<file path="src/cpu_pkg.sv">
// shared cpu types
`default_nettype none

package cpu_pkg;

  typedef logic [63:0] word_t;
  typedef logic [31:0] inst_t;
  typedef logic [4:0]  reg_idx_t;

  // decoded instruction class
  typedef enum logic [2:0] {
    op_alu_reg,
    op_alu_imm,
    op_lui,
    op_load,
    op_store,
    op_branch,
    op_putch,
    op_none
  } op_kind_e;

  typedef enum logic [2:0] {
    alu_add,
    alu_sub,
    alu_and,
    alu_or,
    alu_xor,
    alu_slt
  } alu_op_e;

  // major opcodes of the supported subset
  localparam logic [6:0] opc_op     = 7'h33;
  localparam logic [6:0] opc_op_imm = 7'h13;
  localparam logic [6:0] opc_lui    = 7'h37;
  localparam logic [6:0] opc_load   = 7'h03;
  localparam logic [6:0] opc_store  = 7'h23;
  localparam logic [6:0] opc_branch = 7'h63;
  // custom-3 space, low byte of rs1 to the serial port
  localparam logic [6:0] opc_putch  = 7'h7b;

  // addi x0, x0, 0
  localparam inst_t nop_inst = 32'h0000_0013;

endpackage

`default_nettype wire

</file>
<file path="src/id_stage.sv">
// instruction decode stage
`default_nettype none

module id_stage
  import cpu_pkg::*;
(
  input  logic     clock,
  input  logic     reset,
  input  logic     if_to_id_valid,
  input  word_t    if_to_id_pc,
  input  inst_t    if_to_id_inst,
  output logic     id_allowin,
  input  logic     ex_allowin,
  output logic     id_to_ex_valid,
  output word_t    id_to_ex_pc,
  output op_kind_e id_to_ex_kind,
  output alu_op_e  id_to_ex_alu_op,
  output reg_idx_t id_to_ex_dest,
  output word_t    id_to_ex_a,
  output word_t    id_to_ex_b,
  output word_t    id_to_ex_store_data,
  output reg_idx_t rs1_addr,
  output reg_idx_t rs2_addr,
  input  word_t    rs1_data,
  input  word_t    rs2_data,
  input  logic     ex_pend_valid,
  input  reg_idx_t ex_pend_dest,
  input  logic     mem_pend_valid,
  input  reg_idx_t mem_pend_dest,
  input  logic     wb_pend_valid,
  input  reg_idx_t wb_pend_dest,
  output logic     branch_taken,
  output word_t    branch_target
);

  logic       id_valid;
  word_t      id_pc;
  inst_t      id_inst;
  logic [6:0] opcode;
  logic [2:0] funct3;
  op_kind_e   kind;
  alu_op_e    alu_op;
  word_t      imm_i;
  word_t      imm_s;
  word_t      imm_b;
  word_t      imm_u;
  logic       use_rs1;
  logic       use_rs2;
  logic       writes_rd;
  logic       rs1_busy;
  logic       rs2_busy;
  logic       ready_go;
  logic       cond;

  function automatic logic pend_hit(input logic pv, input reg_idx_t pd, input reg_idx_t src);
    return pv && (pd == src) && (src != '0);
  endfunction

  assign opcode   = id_inst[6:0];
  assign funct3   = id_inst[14:12];
  assign rs1_addr = id_inst[19:15];
  assign rs2_addr = id_inst[24:20];

  assign imm_i = {{52{id_inst[31]}}, id_inst[31:20]};
  assign imm_s = {{52{id_inst[31]}}, id_inst[31:25], id_inst[11:7]};
  assign imm_b = {{51{id_inst[31]}}, id_inst[31], id_inst[7], id_inst[30:25],
                  id_inst[11:8], 1'b0};
  assign imm_u = {{32{id_inst[31]}}, id_inst[31:12], 12'h000};

  // unsupported encodings fall to op_none
  always_comb begin
    kind   = op_none;
    alu_op = alu_add;
    case (opcode)
      opc_op: begin
        kind = op_alu_reg;
        case (funct3)
          3'b000:  alu_op = id_inst[30] ? alu_sub : alu_add;
          3'b010:  alu_op = alu_slt;
          3'b100:  alu_op = alu_xor;
          3'b110:  alu_op = alu_or;
          3'b111:  alu_op = alu_and;
          default: kind = op_none;
        endcase
      end
      opc_op_imm: if (funct3 == 3'b000) kind = op_alu_imm;
      opc_lui:    kind = op_lui;
      opc_load:   if (funct3 == 3'b011) kind = op_load;
      opc_store:  if (funct3 == 3'b011) kind = op_store;
      opc_branch: if (funct3[2:1] == 2'b00) kind = op_branch;
      opc_putch:  kind = op_putch;
      default:    kind = op_none;
    endcase
  end

  assign use_rs1   = (kind != op_lui) && (kind != op_none);
  assign use_rs2   = kind inside {op_alu_reg, op_store, op_branch};
  assign writes_rd = kind inside {op_alu_reg, op_alu_imm, op_lui, op_load};

  // raw interlock against every younger-than-regfile writer
  assign rs1_busy = use_rs1 && (pend_hit(ex_pend_valid, ex_pend_dest, rs1_addr) ||
                                pend_hit(mem_pend_valid, mem_pend_dest, rs1_addr) ||
                                pend_hit(wb_pend_valid, wb_pend_dest, rs1_addr));
  assign rs2_busy = use_rs2 && (pend_hit(ex_pend_valid, ex_pend_dest, rs2_addr) ||
                                pend_hit(mem_pend_valid, mem_pend_dest, rs2_addr) ||
                                pend_hit(wb_pend_valid, wb_pend_dest, rs2_addr));
  assign ready_go = ~rs1_busy & ~rs2_busy;

  assign id_allowin     = ~id_valid | (ready_go & ex_allowin);
  assign id_to_ex_valid = id_valid & ready_go;

  // beq on funct3 000, bne on 001
  assign cond          = funct3[0] ? (rs1_data != rs2_data) : (rs1_data == rs2_data);
  assign branch_taken  = id_valid && ready_go && ex_allowin && (kind == op_branch) && cond;
  assign branch_target = id_pc + imm_b;

  always_comb begin
    case (kind)
      op_alu_reg:                  id_to_ex_b = rs2_data;
      op_store:                    id_to_ex_b = imm_s;
      op_lui:                      id_to_ex_b = imm_u;
      op_putch, op_branch, op_none: id_to_ex_b = '0;
      default:                     id_to_ex_b = imm_i;
    endcase
  end

  assign id_to_ex_pc         = id_pc;
  assign id_to_ex_kind       = kind;
  assign id_to_ex_alu_op     = alu_op;
  assign id_to_ex_dest       = writes_rd ? id_inst[11:7] : '0;
  assign id_to_ex_a          = rs1_data;
  assign id_to_ex_store_data = rs2_data;

  always_ff @(posedge clock) begin
    if (reset) begin
      id_valid <= 1'b0;
    end else if (id_allowin) begin
      id_valid <= if_to_id_valid & ~branch_taken;
    end
  end

  // wrong-path slot after a taken branch becomes a nop
  always_ff @(posedge clock) begin
    if (id_allowin && if_to_id_valid) begin
      id_pc   <= if_to_id_pc;
      id_inst <= branch_taken ? nop_inst : if_to_id_inst;
    end
  end

endmodule

`default_nettype wire

</file>
<file path="config.mk">
export PLATFORM = sky130hd
export DESIGN_NAME = id_stage
export DESIGN_NICKNAME = d
export VERILOG_FILES = /design/src/cpu_pkg.sv /design/src/id_stage.sv
export SDC_FILE = /design/constraint.sdc
export NUM_CORES = 1
export LEC_CHECK = 0
export ABC_AREA = 0
export BUFFER_PORTS_ARGS = -buffer_cell sky130_fd_sc_hd__buf_4
export CAP_MARGIN = 30
export CORE_AREA = 2 2 230 232
export DETAILED_ROUTE_END_ITERATION = 10
export DIE_AREA = 0 0 232 234
export GPL_TIMING_DRIVEN = 0
export PLACE_DENSITY = 0.53
export SYNTH_ARGS = -nofsm -noshare
export SYNTH_HDL_FRONTEND = slang
export SYNTH_SLANG_ARGS = --single-unit
</file>
<file path="constraint.sdc">
create_clock -name clock -period 5 [get_ports clock]
set_input_delay 0.75 -clock clock [delete_from_list [all_inputs] [get_ports clock]]
set_output_delay 0.75 -clock clock [all_outputs]
set_load 0.01 [all_outputs]
</file>
==> out/qor.csv, run 1 <==
metric,value,unit
outcome,completed,
Startpoint Class,flop,
TritonCTS Buffers,9,
placed insts,2443,
Hold Fails Final Rpt,0,
CP top delay family,compound AO/OA/AOI/OAI gates,
first-pass GRT wire length,85300,µm
CP dominant cell by count,buf_4,
Worst Hold Path EP,id_valid,
Post-synth top flop,edfxtp_1,
largest net degree at the start of global routing,53,
post-synth top area cell,edfxtp_1,
DRT Wirelength,64200,µm
gr usage total,22.5,%
post-synthesis cell area,10100,µm²
P_leak,7.45,nW
Site Rows,84,
Slew HR,51.1,%
ys async rst share,0,%
Tcrit/Tclk final,96.9,%
share of post-route cells with drive strength above 1,45.5,%
clock-pin slew on the worst setup and hold paths,0.07,ns
final layout net count,2070,
worst-path cell chain,ha_1 -> inv_1 -> fa_1 -> nor2b_2 -> o2111ai_2 -> a2111oi_4 -> buf_4 -> o31a_1 -> o21ai_1 -> a41o_1 -> o221a_4 -> o311a_1 -> nor3_2 -> buf_4,
post-route insts no fill,2465,
clk sinks,97,
Slowest cell on crit path,edfxtp_1,
Layout Skew,0.0136,ns
die width,232,µm
antenna-violating nets left,0,
Worst Hold Depth,2,
initial drt markers,683,
Slew @ Worst Pin,0.734,ns
Final WS setup,0.156,ns
Worst Path Buf+Inv,3,
max_cap viols,0,
maximum fanout along the worst path,4,
initial antenna violation count,23,
Clock Tree Root,clkbuf_16,
worst endpoint required time,4.25,ns
DRC Markers,0,
Crit Path Category,flop to output port,
# IOs,590,
FF-to-FF End,id_to_ex_pc[30],
die height,234,µm
Synth cell types,70,
beginning of the worst hold path,reset,
Port Buffers,589,
Seq cells post-synth,97,
R2R cell count,11,
HPWL after detailed placement,57400,µm
via count,11300,
Finished Core Util,30.6,%
WL per Instance,26.0,µm
core footprint,52000,µm²
pre-CTS WS,-0.535,ns
Synth Instances,1160,
grt total ovfl,0,
synth warn,0,
WP data arrival,4.09,ns
routed vias/inst,4.57,
Area Overhead vs Synth,57.6,%
H-tree levels,3,
CTS Buffer Depth,2,
TNS Setup,0,ns
vias in the first global route,11200,
reg2reg setup slack,1.01,ns
die area,54300,µm²
clock latency on the worst-skew pair,0.38,ns
Initial Util,19.4,%
post-synth top area share,28.6,%
number of flops mapped to enable cells by yosys,96,
GPL Wtd Cong,1.01,
CTS tree,done,
Final setup viols,0,
DRT Pass-1 Iters,5,
Worst setup EP type,output port,
Max Clk Rate,0.206,GHz
register area share after synthesis,28.8,%
Worst R2R Start,id_inst[13],
hold crit path type,input pin to flop,
"Avg Cell Area, Syn",8.69,µm²
largest cells by area after synthesis,"edfxtp_1, buf_4, xor2_1, ha_1, nand2_1",
RSZ-0062 raised after global routing,no,
CP peak stage delay,0.48,ns
min Tclk post-route,4.84,ns
"Slew Viols, Final",0,
syn_nets,1469,
PwrDens,209,nW/µm²
number of stages on the worst setup path,14,
Peak supply drop,0.145,mV
worst max path at each step:
stage | startpoint | endpoint | slack [ns]
5_1_grt | id_inst[8] | branch_target[63] | 0.005
3_5_place_dp | id_inst[31] | branch_target[54] | -0.53
6_report | id_to_ex_pc[1] | branch_target[63] | 0.16
4_1_cts | id_inst[31] | branch_target[57] | 0.02
2_1_floorplan | id_inst[31] | branch_target[54] | 0.56
3_3_place_gp | id_inst[31] | branch_target[60] | -1.41
timing repair:
action / CTS / global route
endpoints found under the setup margin: 26 / 38
resized for setup: 9 / 14
hold buffers: 0 / 0
pin swaps: 2 / 3
buffers inserted: 3 / 1
synth_stat cells (all sizes together), types with 21 or more instances:
cell type / instances
a21o: 29
a21oi: 77
a221o: 21
and2: 41
buf: 157
clkbuf: 45
edfxtp: 96
ha: 62
inv: 27
nand2: 128
nand3: 23
nand4: 25
nor2: 39
nor3: 21
nor4: 28
o21ai: 37
xnor2: 42
xor2: 112
cells in the final DEF, fill, tap and decap left out, types with 5 or more instances in the layout:
cell type and n:
and2_1 39, o21ai_0 31, clkbuf_16 9, and3_1 5, a211oi_1 7, buf_2 17, a221o_1 21, edfxtp_1 96
xnor2_1 42, a31oi_1 8, a21oi_1 77, o211ai_1 6, nor2_1 39, or3_1 6, nor2b_1 9, o21bai_1 15
nand2b_1 7, diode_2 11, ha_1 59, inv_1 27, a22oi_1 7, o21a_1 8, nand4_1 25, or2_2 5
xor2_1 112, nand3_1 23, nor4_1 27, buf_4 734, a22o_1 6, nand2_1 128, clkbuf_1 37, a21o_1 29
nor3_1 16
power breakdown:
| part | internal [mW] | switching, mW | total (mW) |
|---|---|---|---|
| logic | 0.740 | 0.838 | 1.58 |
| registers | 0.953 | 0.0450 | 0.998 |
| clock network | 0.391 | 0.347 | 0.738 |
logic make-up after synthesis:
group           after synthesis  share of synthesized area (%)
fa+ha+maj                    63                           7.89
simple gates                352                           17.7
xor+xnor                    154                           13.4
buf+inv                     229                           14.0
compound gates              264                           18.2
flops                        97                           28.8
mux                           1                          0.112
state kept, by name (all words and copies together) (netlist names):
register     cells
id_inst         32
id_to_ex_pc     64
id_valid         1
final cells by class:
class	count	area, µm²
inverters	27	101
fillers	5624	36100
multi-input cells	834	5880
flip-flops and latches	97	2900
clock inverters	6	67.6
repair buffers	599	4550
diodes	11	27.5
well taps	688	861
clock buffers	10	229
plain buffers	193	1270
worst register-to-register path, stage by stage (launching register included):
cell and delay (ns):
edfxtp_1 0.36, buf_2 0.20, o21ba_1 0.20, o2111ai_1 0.22
a21oi_1 0.17, a2111oi_4 0.56, and2_1 0.21, o41a_1 0.24
nor2_1 0.07, o21ai_0 0.37, and2_4 0.68, buf_16 0.32
metal layers:
metal,share of wire [%],vias up,wire (µm),track usage (%)
met1,37,5421,23700,24.3
met4,3.3,12,2140,9.17
met5,0.12,-,79,0
met3,6.7,78,4280,4.84
met2,53,514,33900,42.2
li1,-,5250,-,-
metrics by stage:
step                hold slack (ns)  total power [mW]  cell area (µm²)
floorplan                     0.600              1.76            10100
global placement              0.600              2.57            15400
detailed placement            0.608              2.58            15500
CTS                           0.509              3.35            15800
global route                  0.521              3.48            15900
finish                        0.528              3.31            15900
No activity file was read; power rests on OpenSTA's default activity.
==> run 2: changes to the inputs <==
--- a/config.mk
+++ b/config.mk
@@ -9,10 +9,12 @@
 export BUFFER_PORTS_ARGS = -buffer_cell sky130_fd_sc_hd__buf_4
 export CAP_MARGIN = 30
 export CORE_AREA = 2 2 230 232
+export CTS_BUF_LIST = sky130_fd_sc_hd__clkbuf_4
 export DETAILED_ROUTE_END_ITERATION = 10
 export DIE_AREA = 0 0 232 234
 export GPL_TIMING_DRIVEN = 0
 export PLACE_DENSITY = 0.53
+export RECOVER_POWER = 25
 export SYNTH_ARGS = -nofsm -noshare
 export SYNTH_HDL_FRONTEND = slang
 export SYNTH_SLANG_ARGS = --single-unit
==> run 2 against run 1 <==
  * Cell count grew 0.45%
  * Global-route usage shrank 0.070 points
  * Clock power shrank 36%
  * Clock-buffer cell count is the same
  * Critical endpoint unchanged
  * Highest routed layer unchanged
==> out/qor.csv, run 2 (same netlist as run 1, synthesis figures left out) <==
metric,value,unit,change
Worst Hold Depth,2,,unchanged
Slew @ Worst Pin,0.734,ns,about the same
TritonCTS Buffers,9,,unchanged
Power Total,3.06,mW,was 3.31 mW
initial drt markers,625,,was 683
post-route insts no fill,2476,,"was 2,465"
min Tclk post-route,4.93,ns,was 4.84 ns
die area,54300,µm²,unchanged
met3 Use GR,5.57,%,was 4.84%
met2 usage,42.1,%,was 42.2%
"Slew Viols, Final",0,,unchanged
Peak supply drop,0.157,mV,was 0.145 mV
die height,234,µm,unchanged
vias in the first global route,11100,,"was 11,200"
first-pass GRT wire length,85100,µm,"was 85,300 µm"
FF-to-FF End,id_to_ex_pc[21],,was id_to_ex_pc[30]
gr usage total,22.4,%,was 22.5%
CTS tree,done,,unchanged
grt total ovfl,0,,unchanged
clock latency on the worst-skew pair,0.52,ns,was 0.38 ns
largest net degree at the start of global routing,53,,unchanged
DRT Wirelength,64400,µm,"was 64,200 µm"
flip-flop count of the largest register after layout,64,,unchanged
reg2reg setup slack,1.06,ns,was 1.01 ns
Worst setup EP type,output port,,unchanged
Layout Skew,0.0322,ns,was 0.0136 ns
Final WS setup,0.0747,ns,was 0.156 ns
Fin Hold WS,0.361,ns,was 0.528 ns
HPWL after detailed placement,57400,µm,unchanged
P_leak,7.20,nW,was 7.45 nW
DRC Markers,0,,unchanged
hold crit path type,input pin to flop,,unchanged
Max Clk Rate,0.203,GHz,was 0.206 GHz
Slowest cell on crit path,edfxtp_1,,unchanged
CTS Buffer Depth,2,,unchanged
met1 Use GR,24.0,%,was 24.3%
outcome,completed,,unchanged
beginning of the worst hold path,reset,,unchanged
Port Buffers,589,,unchanged
WL per Instance,26.0,µm,about the same
Site Rows,84,,unchanged
clock-pin slew on the worst setup and hold paths,0.17,ns,was 0.07 ns
antenna-violating nets left,0,,unchanged
gr busiest metal,met2,,unchanged
Initial Util,19.4,%,unchanged
die width,232,µm,unchanged
Startpoint Class,flop,,unchanged
H-tree levels,3,,unchanged
share of post-route cells with drive strength above 1,43.4,%,was 45.5%
R2R cell count,11,,unchanged
"commonest non-fill, non-tap cell in the layout",buf_4,,unchanged
worst-path cell chain,ha_2 -> inv_1 -> fa_2 -> nor2b_2 -> o2111ai_2 -> a2111oi_4 -> buf_4 -> o31a_1 -> o21ai_2 -> a41o_2 -> o221a_4 -> o311a_1 -> nor3_2 -> buf_4,,was ha_1 -> inv_1 -> fa_1 -> nor2b_2 -> o2111ai_2 -> a2111oi_4 -> buf_4 -> o31a_1 -> o21ai_1 -> a41o_1 -> o221a_4 -> o311a_1 -> nor3_2 -> buf_4
WP data arrival,4.18,ns,was 4.09 ns
Worst R2R Start,id_inst[13],,unchanged
core footprint,52000,µm²,unchanged
# IOs,590,,unchanged
worst endpoint required time,4.25,ns,about the same
Worst Path Buf+Inv,3,,unchanged
via count,11300,,about the same
final layout net count,2080,,"was 2,070"
routed vias/inst,4.57,,about the same
maximum fanout along the worst path,4,,unchanged
clk sinks,97,,unchanged
most frequent cells in the layout,"buf_4, nand2_1, xor2_1",,unchanged
max_cap viols,0,,unchanged
CP top delay family,compound AO/OA/AOI/OAI gates,,unchanged
Worst Hold Path EP,id_valid,,unchanged
CP dominant cell by count,buf_4,,unchanged
Final setup viols,0,,unchanged
Post-Place Cell Area,15500,µm²,unchanged
GPL Wtd Cong,1.01,,unchanged
Tcrit/Tclk final,98.5,%,was 96.9%
fin area,15700,µm²,"was 15,900 µm²"
CP peak stage delay,0.52,ns,was 0.48 ns
initial antenna violation count,26,,was 23
pre-CTS WS,-0.535,ns,unchanged
PwrDens,195,nW/µm²,was 209 nW/µm²
DRT Pass-1 Iters,5,,unchanged
Hold Fails Final Rpt,0,,unchanged
RSZ-0062 raised after global routing,yes,,was no
Clock Tree Root,clkbuf_4,,was clkbuf_16
placed insts,2443,,unchanged
Crit Path Category,flop to output port,,unchanged
Slew HR,51.1,%,about the same
Area Overhead vs Synth,55.6,%,was 57.6%
[run 2: changes by cell type in the layout (fill, tap and decap cells not counted), moves of 6 or more]
cell,previous run,this run
buf_4,734,613
clkbuf_4,0,72
clkbuf_1,37,102
clkbuf_16,9,0
ha_1,59,51
ha_2,3,9
[run 2: worst max-delay path by stage]
stage / slack, ns / from / to / depth (start not counted)
2_1_floorplan: 0.56 / id_inst[31] / branch_target[54] / 11
3_3_place_gp: -1.41 / id_inst[31] / branch_target[60] / 12
3_5_place_dp: -0.53 / id_inst[31] / branch_target[54] / 15
4_1_cts: -0.05 / id_inst[8] / branch_target[63] / 13
5_1_grt: -0.12 / id_inst[31] / branch_target[63] / 15
6_report: 0.07 / id_inst[8] / branch_target[63] / 14
[run 2: routing by layer]
metal  vias up  wire, µm
li1       5270         -
met1      5452     23900
met2       505     33400
met3        89      4360
met4         8      2630
met5         -        51
[run 2: layout make-up]
class / count / area [µm²]
clock buffers: 10 / 75.1
fillers: 5681 / 36300
inverters: 27 / 101
repair buffers: 610 / 4370
plain buffers: 192 / 1270
diodes: 12 / 30.0
well taps: 688 / 861
multi-input cells: 834 / 6000
flip-flops and latches: 97 / 2900
clock inverters: 6 / 67.6
[run 2: report_power, final]
part           leakage [nW]  internal, mW  switching [mW]  total [mW]
Clock                0.0735         0.160           0.310       0.470
Sequential            0.937         0.953          0.0449       0.998
Combinational          6.18         0.738           0.850        1.59
Total                  7.20          1.85            1.20        3.06
[run 2: timing repair]
| item | CTS | global route |
|---|---|---|
| buffers inserted | 8 | 7 |
| resized for setup | 30 | 25 |
| endpoints found under the setup margin | 61 | 32 |
| pin swaps | 5 | 10 |
| hold buffers | 0 | 0 |
[run 2: stage by stage]
step	setup TNS [ns]	utilization (%)
floorplan	0	-
CTS	-0.0514	30.3
finish	0	30.2
global route	-0.354	30.1
global placement	-37.98	29.5
detailed placement	-2.40	29.7
